[src/logic/core_pkg.sv]
package core_pkg;

    localparam int XLEN = 32;
    localparam int ALEN = 32;
    localparam int ILEN = 32;

    // Major opcodes of the supported RV32I subset
    localparam logic [6:0] OPC_OP     = 7'b0110011;
    localparam logic [6:0] OPC_OP_IMM = 7'b0010011;
    localparam logic [6:0] OPC_LUI    = 7'b0110111;
    localparam logic [6:0] OPC_AUIPC  = 7'b0010111;
    localparam logic [6:0] OPC_BRANCH = 7'b1100011;
    localparam logic [6:0] OPC_JAL    = 7'b1101111;
    localparam logic [6:0] OPC_JALR   = 7'b1100111;

    localparam logic [2:0] F3_ADD_SUB = 3'b000;
    localparam logic [2:0] F3_SLL     = 3'b001;
    localparam logic [2:0] F3_SLT     = 3'b010;
    localparam logic [2:0] F3_SLTU    = 3'b011;
    localparam logic [2:0] F3_XOR     = 3'b100;
    localparam logic [2:0] F3_SRL_SRA = 3'b101;
    localparam logic [2:0] F3_OR      = 3'b110;
    localparam logic [2:0] F3_AND     = 3'b111;

    localparam logic [2:0] F3_BEQ  = 3'b000;
    localparam logic [2:0] F3_BNE  = 3'b001;
    localparam logic [2:0] F3_BLT  = 3'b100;
    localparam logic [2:0] F3_BGE  = 3'b101;
    localparam logic [2:0] F3_BLTU = 3'b110;
    localparam logic [2:0] F3_BGEU = 3'b111;

    // funct7 of the base encoding and of the SUB/SRA variant
    localparam logic [6:0] F7_BASE = 7'b0000000;
    localparam logic [6:0] F7_ALT  = 7'b0100000;

    // addi x0, x0, 0
    localparam logic [ILEN-1:0] NOP_INSTR = 32'h0000_0013;

    typedef enum logic [3:0] {
        ALU_ADD, ALU_SUB, ALU_AND, ALU_OR, ALU_XOR, ALU_SLT,
        ALU_SLTU, ALU_SLL, ALU_SRL, ALU_SRA, ALU_PASS_B
    } alu_op_t;

    typedef enum logic [2:0] {
        BR_NONE, BR_EQ, BR_NE, BR_LT, BR_GE, BR_LTU, BR_GEU
    } branch_cond_t;

    typedef enum logic [2:0] {
        ST_CLEAR, ST_FETCH, ST_WAIT, ST_EXECUTE, ST_WRITEBACK
    } core_state_t;

endpackage

[src/logic/decoded_if.sv]
`timescale 1ns/1ps

// Decoded fields of the instruction currently held by the decoder
interface decoded_if import core_pkg::*; ();

    logic [4:0]      rs1_sel;
    logic [4:0]      rs2_sel;
    logic [4:0]      rd_sel;
    logic [XLEN-1:0] imm;
    alu_op_t         alu_op;
    branch_cond_t    branch_cond;
    logic            use_imm;
    logic            use_pc;
    logic            is_jump;
    logic            is_jalr;
    logic            reg_write;
    logic            illegal;

    modport source (
        output rs1_sel, rs2_sel, rd_sel, imm, alu_op, branch_cond,
        output use_imm, use_pc, is_jump, is_jalr, reg_write, illegal
    );

    modport sink (
        input rs1_sel, rs2_sel, rd_sel, imm, alu_op, branch_cond,
        input use_imm, use_pc, is_jump, is_jalr, reg_write, illegal
    );

endinterface

[src/logic/reg_clear_counter.sv]
`timescale 1ns/1ps

module reg_clear_counter (
    input  logic       clk,
    input  logic       rst,
    output logic [4:0] clear_sel,
    output logic       clearing
);

    // Walks x31 down to x1, one register per cycle, then stops
    always_ff @(posedge clk) begin
        if (rst) begin
            clear_sel <= 5'd31;
            clearing  <= 1'b1;
        end else if (clearing) begin
            clear_sel <= clear_sel - 5'd1;
            // x1 is written in this cycle, so the sweep is complete
            if (clear_sel == 5'd1) begin
                clearing <= 1'b0;
            end
        end
    end

endmodule

[src/logic/core_control.sv]
`timescale 1ns/1ps

module core_control import core_pkg::*; (
    input  logic          clk,
    input  logic          rst,
    input  logic          clearing,
    input  logic          imem_valid,
    decoded_if.sink       dec,
    output logic          imem_req,
    output logic          capture,
    output logic          exec_en,
    output logic          reg_write_en,
    output logic          pc_update,
    output logic          retire,
    output logic          illegal
);

    core_state_t state;
    core_state_t state_next;

    always_ff @(posedge clk) begin
        if (rst) begin
            state <= ST_CLEAR;
        end else begin
            state <= state_next;
        end
    end

    // One instruction in flight; only the wait for the fetch has a variable length
    always_comb begin
        state_next = state;
        case (state)
            ST_CLEAR: begin
                if (!clearing) begin
                    state_next = ST_FETCH;
                end
            end
            ST_FETCH: state_next = ST_WAIT;
            ST_WAIT: begin
                if (imem_valid) begin
                    state_next = ST_EXECUTE;
                end
            end
            ST_EXECUTE:   state_next = ST_WRITEBACK;
            ST_WRITEBACK: state_next = ST_FETCH;
            default:      state_next = ST_CLEAR;
        endcase
    end

    assign imem_req = (state == ST_FETCH);
    assign capture  = (state == ST_WAIT) && imem_valid;
    assign exec_en  = (state == ST_EXECUTE);

    // Everything that commits the instruction happens in the writeback cycle
    assign pc_update    = (state == ST_WRITEBACK);
    assign retire       = (state == ST_WRITEBACK);
    assign illegal      = (state == ST_WRITEBACK) && dec.illegal;
    assign reg_write_en = (state == ST_WRITEBACK) && dec.reg_write && (dec.rd_sel != 5'd0);

endmodule

[src/logic/instr_decode.sv]
`timescale 1ns/1ps

module instr_decode import core_pkg::*; (
    input  logic            clk,
    input  logic            rst,
    input  logic            capture,
    input  logic [ILEN-1:0] imem_rdata,
    decoded_if.source       dec,
    output logic [ILEN-1:0] instr
);

    logic [6:0]      opcode;
    logic [2:0]      funct3;
    logic [6:0]      funct7;
    logic [XLEN-1:0] imm_i;
    logic [XLEN-1:0] imm_b;
    logic [XLEN-1:0] imm_u;
    logic [XLEN-1:0] imm_j;

    // funct3 selects the operation for both OP and OP-IMM, alt picks SUB or SRA
    function automatic alu_op_t alu_op_from_funct(input logic [2:0] f3, input logic alt,
                                                  input logic reg_op);
        case (f3)
            F3_ADD_SUB: return (alt && reg_op) ? ALU_SUB : ALU_ADD;
            F3_SLL:     return ALU_SLL;
            F3_SLT:     return ALU_SLT;
            F3_SLTU:    return ALU_SLTU;
            F3_XOR:     return ALU_XOR;
            F3_SRL_SRA: return alt ? ALU_SRA : ALU_SRL;
            F3_OR:      return ALU_OR;
            default:    return ALU_AND;
        endcase
    endfunction

    // Starts out holding a NOP so the decode outputs are defined before the first fetch
    always_ff @(posedge clk) begin
        if (rst) begin
            instr <= NOP_INSTR;
        end else if (capture) begin
            instr <= imem_rdata;
        end
    end

    assign opcode = instr[6:0];
    assign funct3 = instr[14:12];
    assign funct7 = instr[31:25];

    assign dec.rs1_sel = instr[19:15];
    assign dec.rs2_sel = instr[24:20];
    assign dec.rd_sel  = instr[11:7];

    assign imm_i = {{20{instr[31]}}, instr[31:20]};
    assign imm_b = {{19{instr[31]}}, instr[31], instr[7], instr[30:25], instr[11:8], 1'b0};
    assign imm_u = {instr[31:12], 12'b0};
    assign imm_j = {{11{instr[31]}}, instr[31], instr[19:12], instr[20], instr[30:21], 1'b0};

    always_comb begin
        dec.imm         = imm_i;
        dec.alu_op      = ALU_ADD;
        dec.branch_cond = BR_NONE;
        dec.use_imm     = 1'b0;
        dec.use_pc      = 1'b0;
        dec.is_jump     = 1'b0;
        dec.is_jalr     = 1'b0;
        dec.reg_write   = 1'b0;
        dec.illegal     = 1'b0;
        case (opcode)
            OPC_OP: begin
                dec.alu_op    = alu_op_from_funct(funct3, funct7 == F7_ALT, 1'b1);
                dec.reg_write = 1'b1;
                // Only ADD/SUB and SRL/SRA have an alternate encoding
                if (funct7 != F7_BASE && !(funct7 == F7_ALT &&
                        (funct3 == F3_ADD_SUB || funct3 == F3_SRL_SRA))) begin
                    dec.reg_write = 1'b0;
                    dec.illegal   = 1'b1;
                end
            end
            OPC_OP_IMM: begin
                dec.alu_op    = alu_op_from_funct(funct3, funct7 == F7_ALT, 1'b0);
                dec.use_imm   = 1'b1;
                dec.reg_write = 1'b1;
            end
            OPC_LUI: begin
                dec.imm       = imm_u;
                dec.alu_op    = ALU_PASS_B;
                dec.use_imm   = 1'b1;
                dec.reg_write = 1'b1;
            end
            OPC_AUIPC: begin
                dec.imm       = imm_u;
                dec.use_imm   = 1'b1;
                dec.use_pc    = 1'b1;
                dec.reg_write = 1'b1;
            end
            OPC_BRANCH: begin
                dec.imm = imm_b;
                case (funct3)
                    F3_BEQ:  dec.branch_cond = BR_EQ;
                    F3_BNE:  dec.branch_cond = BR_NE;
                    F3_BLT:  dec.branch_cond = BR_LT;
                    F3_BGE:  dec.branch_cond = BR_GE;
                    F3_BLTU: dec.branch_cond = BR_LTU;
                    F3_BGEU: dec.branch_cond = BR_GEU;
                    default: dec.illegal     = 1'b1;
                endcase
            end
            OPC_JAL: begin
                // The ALU adds PC and offset to form the target
                dec.imm       = imm_j;
                dec.use_imm   = 1'b1;
                dec.use_pc    = 1'b1;
                dec.is_jump   = 1'b1;
                dec.reg_write = 1'b1;
            end
            OPC_JALR: begin
                dec.use_imm   = 1'b1;
                dec.is_jump   = 1'b1;
                dec.is_jalr   = 1'b1;
                dec.reg_write = 1'b1;
            end
            default: dec.illegal = 1'b1;
        endcase
    end

endmodule

[src/logic/alu.sv]
`timescale 1ns/1ps

module alu import core_pkg::*; (
    input  logic            clk,
    input  logic            rst,
    input  logic            exec_en,
    decoded_if.sink         dec,
    input  logic [XLEN-1:0] rs1_data,
    input  logic [XLEN-1:0] rs2_data,
    input  logic [ALEN-1:0] pc,
    output logic [XLEN-1:0] result,
    output logic [ALEN-1:0] next_pc
);

    logic [XLEN-1:0] operand_a;
    logic [XLEN-1:0] operand_b;
    logic [4:0]      shamt;
    logic [XLEN-1:0] alu_out;
    logic            branch_taken;
    logic [ALEN-1:0] link_addr;
    logic [ALEN-1:0] branch_target;
    logic [ALEN-1:0] jump_target;

    assign operand_a = dec.use_pc ? pc : rs1_data;
    assign operand_b = dec.use_imm ? dec.imm : rs2_data;
    assign shamt     = operand_b[4:0];

    always_comb begin
        case (dec.alu_op)
            ALU_ADD:  alu_out = operand_a + operand_b;
            ALU_SUB:  alu_out = operand_a - operand_b;
            ALU_AND:  alu_out = operand_a & operand_b;
            ALU_OR:   alu_out = operand_a | operand_b;
            ALU_XOR:  alu_out = operand_a ^ operand_b;
            ALU_SLT:  alu_out = {31'b0, $signed(operand_a) < $signed(operand_b)};
            ALU_SLTU: alu_out = {31'b0, operand_a < operand_b};
            ALU_SLL:  alu_out = operand_a << shamt;
            ALU_SRL:  alu_out = operand_a >> shamt;
            ALU_SRA:  alu_out = $unsigned($signed(operand_a) >>> shamt);
            default:  alu_out = operand_b;
        endcase
    end

    // Branches compare the two source registers, independent of the ALU operands
    always_comb begin
        case (dec.branch_cond)
            BR_EQ:   branch_taken = (rs1_data == rs2_data);
            BR_NE:   branch_taken = (rs1_data != rs2_data);
            BR_LT:   branch_taken = ($signed(rs1_data) < $signed(rs2_data));
            BR_GE:   branch_taken = ($signed(rs1_data) >= $signed(rs2_data));
            BR_LTU:  branch_taken = (rs1_data < rs2_data);
            BR_GEU:  branch_taken = (rs1_data >= rs2_data);
            default: branch_taken = 1'b0;
        endcase
    end

    assign link_addr     = pc + 32'd4;
    assign branch_target = pc + dec.imm;
    assign jump_target   = dec.is_jalr ? {alu_out[ALEN-1:1], 1'b0} : alu_out;

    always_ff @(posedge clk) begin
        if (rst) begin
            result  <= '0;
            next_pc <= '0;
        end else if (exec_en) begin
            result  <= dec.is_jump ? link_addr : alu_out;
            if (dec.is_jump) begin
                next_pc <= jump_target;
            end else begin
                next_pc <= branch_taken ? branch_target : link_addr;
            end
        end
    end

endmodule

[src/logic/int_regfile.sv]
`timescale 1ns/1ps

module int_regfile import core_pkg::*; (
    input  logic            clk,
    input  logic            write_en,
    input  logic [4:0]      write_sel,
    input  logic [XLEN-1:0] write_data,
    input  logic [4:0]      read1_sel,
    input  logic [4:0]      read2_sel,
    input  logic [4:0]      read3_sel,
    output logic [XLEN-1:0] read1_data,
    output logic [XLEN-1:0] read2_data,
    output logic [XLEN-1:0] read3_data
);

    logic [XLEN-1:0] regs [32];

    always_ff @(posedge clk) begin
        if (write_en && write_sel != 5'd0) begin
            regs[write_sel] <= write_data;
        end
    end

    // x0 is hardwired to zero, entry 0 of the array is never read
    assign read1_data = (read1_sel == 5'd0) ? '0 : regs[read1_sel];
    assign read2_data = (read2_sel == 5'd0) ? '0 : regs[read2_sel];
    assign read3_data = (read3_sel == 5'd0) ? '0 : regs[read3_sel];

endmodule

[src/logic/pc_unit.sv]
`timescale 1ns/1ps

module pc_unit import core_pkg::*; #(
    parameter logic [ALEN-1:0] RESET_PC = '0
) (
    input  logic            clk,
    input  logic            rst,
    input  logic            pc_update,
    input  logic [ALEN-1:0] next_pc,
    output logic [ALEN-1:0] pc
);

    always_ff @(posedge clk) begin
        if (rst) begin
            pc <= RESET_PC;
        end else if (pc_update) begin
            pc <= next_pc;
        end
    end

endmodule

[src/logic/core.sv]
`timescale 1ns/1ps

module core import core_pkg::*; #(
    parameter logic [ALEN-1:0] RESET_PC = '0
) (
    input  logic                 clk,
    input  logic                 rst,
    output logic                 imem_req,
    output logic [ALEN-1:0]      imem_addr,
    input  logic                 imem_valid,
    input  logic [ILEN-1:0]      imem_rdata,
    input  logic [4:0]           reg_read_sel,
    output logic [XLEN-1:0]      reg_read_data,
    output logic [ALEN-1:0]      reg_pc,
    output logic [ALEN+ILEN-1:0] fetch_instr,
    output logic                 retire,
    output logic                 illegal
);

    logic [4:0]      clear_sel;
    logic            clearing;
    logic            capture;
    logic            exec_en;
    logic            reg_write_en;
    logic            pc_update;
    logic [ILEN-1:0] instr;
    logic [XLEN-1:0] rs1_data;
    logic [XLEN-1:0] rs2_data;
    logic [XLEN-1:0] result;
    logic [ALEN-1:0] next_pc;
    logic [ALEN-1:0] pc;

    decoded_if dec ();

    reg_clear_counter u_clear (.clk, .rst, .clear_sel, .clearing);

    core_control u_control (
        .clk, .rst, .clearing, .imem_valid, .dec(dec),
        .imem_req, .capture, .exec_en, .reg_write_en, .pc_update, .retire, .illegal
    );

    instr_decode u_decode (.clk, .rst, .capture, .imem_rdata, .dec(dec), .instr);

    alu u_alu (
        .clk, .rst, .exec_en, .dec(dec),
        .rs1_data, .rs2_data, .pc, .result, .next_pc
    );

    // The clear sweep owns the write port until it finishes
    int_regfile u_regs (
        .clk,
        .write_en   (clearing | reg_write_en),
        .write_sel  (clearing ? clear_sel : dec.rd_sel),
        .write_data (clearing ? '0 : result),
        .read1_sel  (dec.rs1_sel),
        .read2_sel  (dec.rs2_sel),
        .read3_sel  (reg_read_sel),
        .read1_data (rs1_data),
        .read2_data (rs2_data),
        .read3_data (reg_read_data)
    );

    pc_unit #(.RESET_PC(RESET_PC)) u_pc (.clk, .rst, .pc_update, .next_pc, .pc);

    assign imem_addr   = pc;
    assign reg_pc      = pc;
    // PC only moves at the end of writeback, so it still names the retiring instruction
    assign fetch_instr = {pc, instr};

endmodule

[config.mk]
export PLATFORM = sky130hd
export DESIGN_NAME = core
export DESIGN_NICKNAME = d
export VERILOG_FILES = /design/src/logic/core_pkg.sv /design/src/logic/decoded_if.sv /design/src/logic/reg_clear_counter.sv /design/src/logic/core_control.sv /design/src/logic/instr_decode.sv /design/src/logic/alu.sv /design/src/logic/int_regfile.sv /design/src/logic/pc_unit.sv /design/src/logic/core.sv
export SDC_FILE = /design/constraint.sdc
export NUM_CORES = 2
export LEC_CHECK = 0
export BUFFER_PORTS_ARGS = -buffer_cell sky130_fd_sc_hd__buf_2
export CORE_ASPECT_RATIO = 1.2
export CORE_MARGIN = 2
export CORE_UTILIZATION = 59
export CTS_CLUSTER_DIAMETER = 60
export DETAILED_ROUTE_END_ITERATION = 12
export PLACE_DENSITY = 0.83
export REMOVE_ABC_BUFFERS = 1
export SYNTH_ARGS = -nofsm -noshare
export SYNTH_HDL_FRONTEND = slang
export SYNTH_SLANG_ARGS = --single-unit
export TNS_END_PERCENT = 50
[constraint.sdc]
create_clock -name clk -period 12.6 [get_ports clk]
set_input_delay 2.52 -clock clk [delete_from_list [all_inputs] [get_ports clk]]
set_output_delay 2.52 -clock clk [all_outputs]
set_load 0.02 [all_outputs]
==> results by group <==
Status
  • Outcome: complete, but fails checks
  • Failing checks: capacitance limit, slew limit

STA
  • Skew final: 0.05504 ns
  • Max-slew headroom: -0.05787
  • Post-layout min period: around 8.9 ns
  • Tightest Pin Transition: 1.570 ns
  • Setup TNS: 0 ns
  • Slew Viols, Final: 6
  • Fmax achieved: 0.1122 GHz
  • Count of final hold-check violations: 0
  • Final setup violation count: 0
  • Final critical-path share of the clock period: 0.7072
  • RSZ-0062 raised after global routing: no

Critical path
  • Crit path max fanout: 66
  • Worst r2r dst: u_alu.next_pc[22]
  • Critical path data required time: just over 10 ns
  • Critical Path Start Type: input port
  • Setup CP Type: in -> out
  • FF-to-FF path depth: 21
  • CP Capture Type: output port
  • Reg2reg setup slack: 3.85 ns
  • Arr. time, crit path: 6.39 ns

Pwr
  • Peak supply drop: 118.1 µV
  • Pwr dens: 98.87 nW/µm²
  • Power after layout: 8.091 mW
  • Lkg Pwr: about 28 nW

Cells and area
  • Final #Nets: 6013
  • Area of the multi-input gates: 39210 µm²
  • Layout area overhead: 8.805%
  • Post-route cell area: 81840 µm²
  • Util after Layout: 0.6469
  • Fillers: 8627
  • Commonest cells after routing, fill and taps aside: 1024 x edfxtp_1, 701 x mux4_2, 617 x mux2i_1, 445 x a21oi_1, 387 x nand2_1
  • Post-Layout Cell Count: 7580
  • Share of post-route cells with drive strength above 1: 0.2418
  • Storage cell area: between 30000 and 40000 µm²
  • Most common cell after layout, fill and taps aside: edfxtp_1

Routing
  • Routed via count: 61840
  • TritonRoute pass-1 iters: 7
  • Per-cell routed wire length: 39.74 µm
  • Vias/cell: between 8 and 9
  • Drt drc: 0
  • Routed WL: 301200 µm
  • Post-DRT Antenna Nets: 0
  • Drt first-iter violations: around 12000

Die
  • Initial core utilization: 0.5946
  • Core area: 126500 µm²
  • Chip height: 395.1 µm
  • Die area: ~130000 µm²
  • IO Pins: 203
  • Die width: around 330 µm
  • Row cnt: 143

Clocking
  • Setup bufs post-CTS: 0
  • Clock transition at path regs: 0.06 ns
  • Clock tree buffer depth: 3
  • Clock latency on the worst-skew pair: between 0.7 and 0.8 ns
  • CTS Root Cell: clkbuf_16
  • H-Tree Depth: 3
  • Clock sinks: approximately 1200
  • Hold-fix buffers, CTS: 0
  • TritonCTS clock tree: built
  • Number of CTS-inserted buffers: 109
  • Post-cts resize count: 0

Global routing
  • Largest net degree at the start of global routing: about 100
  • Initial antenna violation count: 21
  • Global-route usage over all layers: 0.4562
  • Vias in the first global route: roughly 60000
  • First-pass GRT wire length: 423800 µm
  • Gr ovfl total: 0

Min path
  • Hold depth: 2
  • Worst min path class: reg -> reg
  • Worst Hold End: u_alu.next_pc[16]
  • Worst hold path startpoint: u_alu.next_pc[16]

Yosys
  • Syn Inst Count: 5797
  • Seq/Total Area, Yosys: 0.4479
  • Mapped cell area: between 70000 and 80000 µm²
  • Avg Cell Area, Syn: 12.97 µm²
  • Synth Flop Type: edfxtp_1
  • Syn. warnings: 0
  • Post-synth EDFFs: 1024
  • Synthesized flop and latch total: 1171
  • Distinct cells, synth: 93
  • Ys async rst share: 0

Placement
  • Placed cell areas: 78010 µm²
  • DP HPWL: 187000 µm
  • PortBufs: 202
  • Placer congestion estimate: 1.085
  • Placed cells: 7363

Flow run
  • Number of max-cap violations: 3
==> cell usage after synthesis (14+ instances only) <==
cell type  number  area [µm²]
a211oi_1       59       442.9
a21boi_0       36       270.3
a21o_1         61       457.9
a21oi_1       445        2227
a221oi_1       34       297.8
a22oi_1       243        1824
a31oi_1        26       162.7
and2_1         28       175.2
and3_1         23       143.9
buf_1          96       360.4
buf_2         102       510.5
buf_4          76       570.6
clkbuf_1      242       908.4
dfxtp_1       147        2943
edfxtp_1     1024       30750
ha_1          163        2039
inv_1         125       469.2
mux2_2         37       416.7
mux2i_1       617        6176
mux4_2        701       15790
nand2_1       389        1460
nand2b_1       37       231.5
nand3_1        60       300.3
nand4_1        25       156.4
nor2_1        270        1013
nor2b_1        59       369.1
nor3_1         65       325.3
nor4_1         44       275.3
o211ai_1       38       285.3
o21a_1         14       105.1
o21ai_0       168       840.8
o21bai_1       18       135.1
o221ai_1       23       201.4
o22ai_1        19       118.9
o31ai_1        14       105.1
xnor2_1        46       402.9
xor2_1         27       236.5
==> worst max-delay path, cell delays in order <==
cell,delay (ns)
buf_8,0.49
buf_4,0.96
mux4_2,0.63
mux4_2,0.49
mux2i_1,0.67
nor2_1,0.08
buf_2,0.20
==> sequential cells by signal, indices dropped and copies added, names as in the netlist, named ones only <==
name / count
u_alu.next_pc: 32
u_alu.result: 32
u_clear.clear_sel: 5
u_clear.clearing: 1
u_control.state: 3
u_decode.instr: 32
u_pc.pc: 32
u_regs.regs: 1024
==> metal layers <==
metal	routed length (µm)	part of all wire	up-vias	GRT usage
met5	402	0.0013	-	0.01574
met4	32510	0.11	22	0.3741
met3	50920	0.17	2085	0.1959
met2	127800	0.42	6983	0.6551
met1	89580	0.30	29460	0.5282
li1	-	-	23290	-
==> logic make-up (layout without fill, tap and decap cells) <==
logic type | count (synthesis) | in the layout | synth area share
muxes | 1355 | 1355 | 0.2976
xor gates and xnor gates | 73 | 73 | 0.008501
DFF | 1171 | 1171 | 0.4479
AOI/OAI and AO/OA | 1308 | 1308 | 0.1131
other | 1 | 47 | 0.00004986
and+or+nand+nor | 1073 | 1073 | 0.06651
adders and majority gates | 166 | 166 | 0.02791
buffers and inverters | 650 | 720 | 0.03839
==> metrics by stage <==
| step | setup WS (ns) | hold slack [ns] |
|---|---|---|
| after floorplan | -10.38 | 0.4173 |
| after global placement | 3.943 | 0.4343 |
| after detailed placement | 3.934 | 0.4390 |
| after CTS | 3.931 | 0.4483 |
| after global routing | 3.459 | 0.4492 |
| final | 3.689 | 0.4501 |
==> report_power, final <==
part	total, mW	internal (mW)	switching, mW	leakage, nW
sequential	4.23	4.20	0.0294	11.2
combinational	0.330	0.119	0.211	14.5
clock	3.53	1.96	1.57	1.84
==> how the worst max path moves through the flow <==
stage | cells after the start | from | slack [ns] | to
3_5_place_dp | 7 | reg_read_sel[0] | 3.93 | reg_read_data[16]
2_1_floorplan | 16 | flop | -10.38 | u_alu.next_pc[7]
5_1_grt | 7 | reg_read_sel[0] | 3.46 | reg_read_data[16]
6_report | 7 | reg_read_sel[0] | 3.69 | reg_read_data[16]
3_3_place_gp | 7 | reg_read_sel[0] | 3.94 | reg_read_data[16]
4_1_cts | 7 | reg_read_sel[0] | 3.93 | reg_read_data[16]
==> area by class of cell <==
class                      instances  share of cell area
antenna                           15           0.0004587
clock buffer                     138             0.03686
clock inverter                    64            0.009296
inverter                         130            0.005978
multi-input combinational       4007              0.4792
sequential                      1171              0.4121
tap                             1667             0.02549
timing repair buffer             388             0.03072
Note: power is estimated with default switching activity, not from simulation.
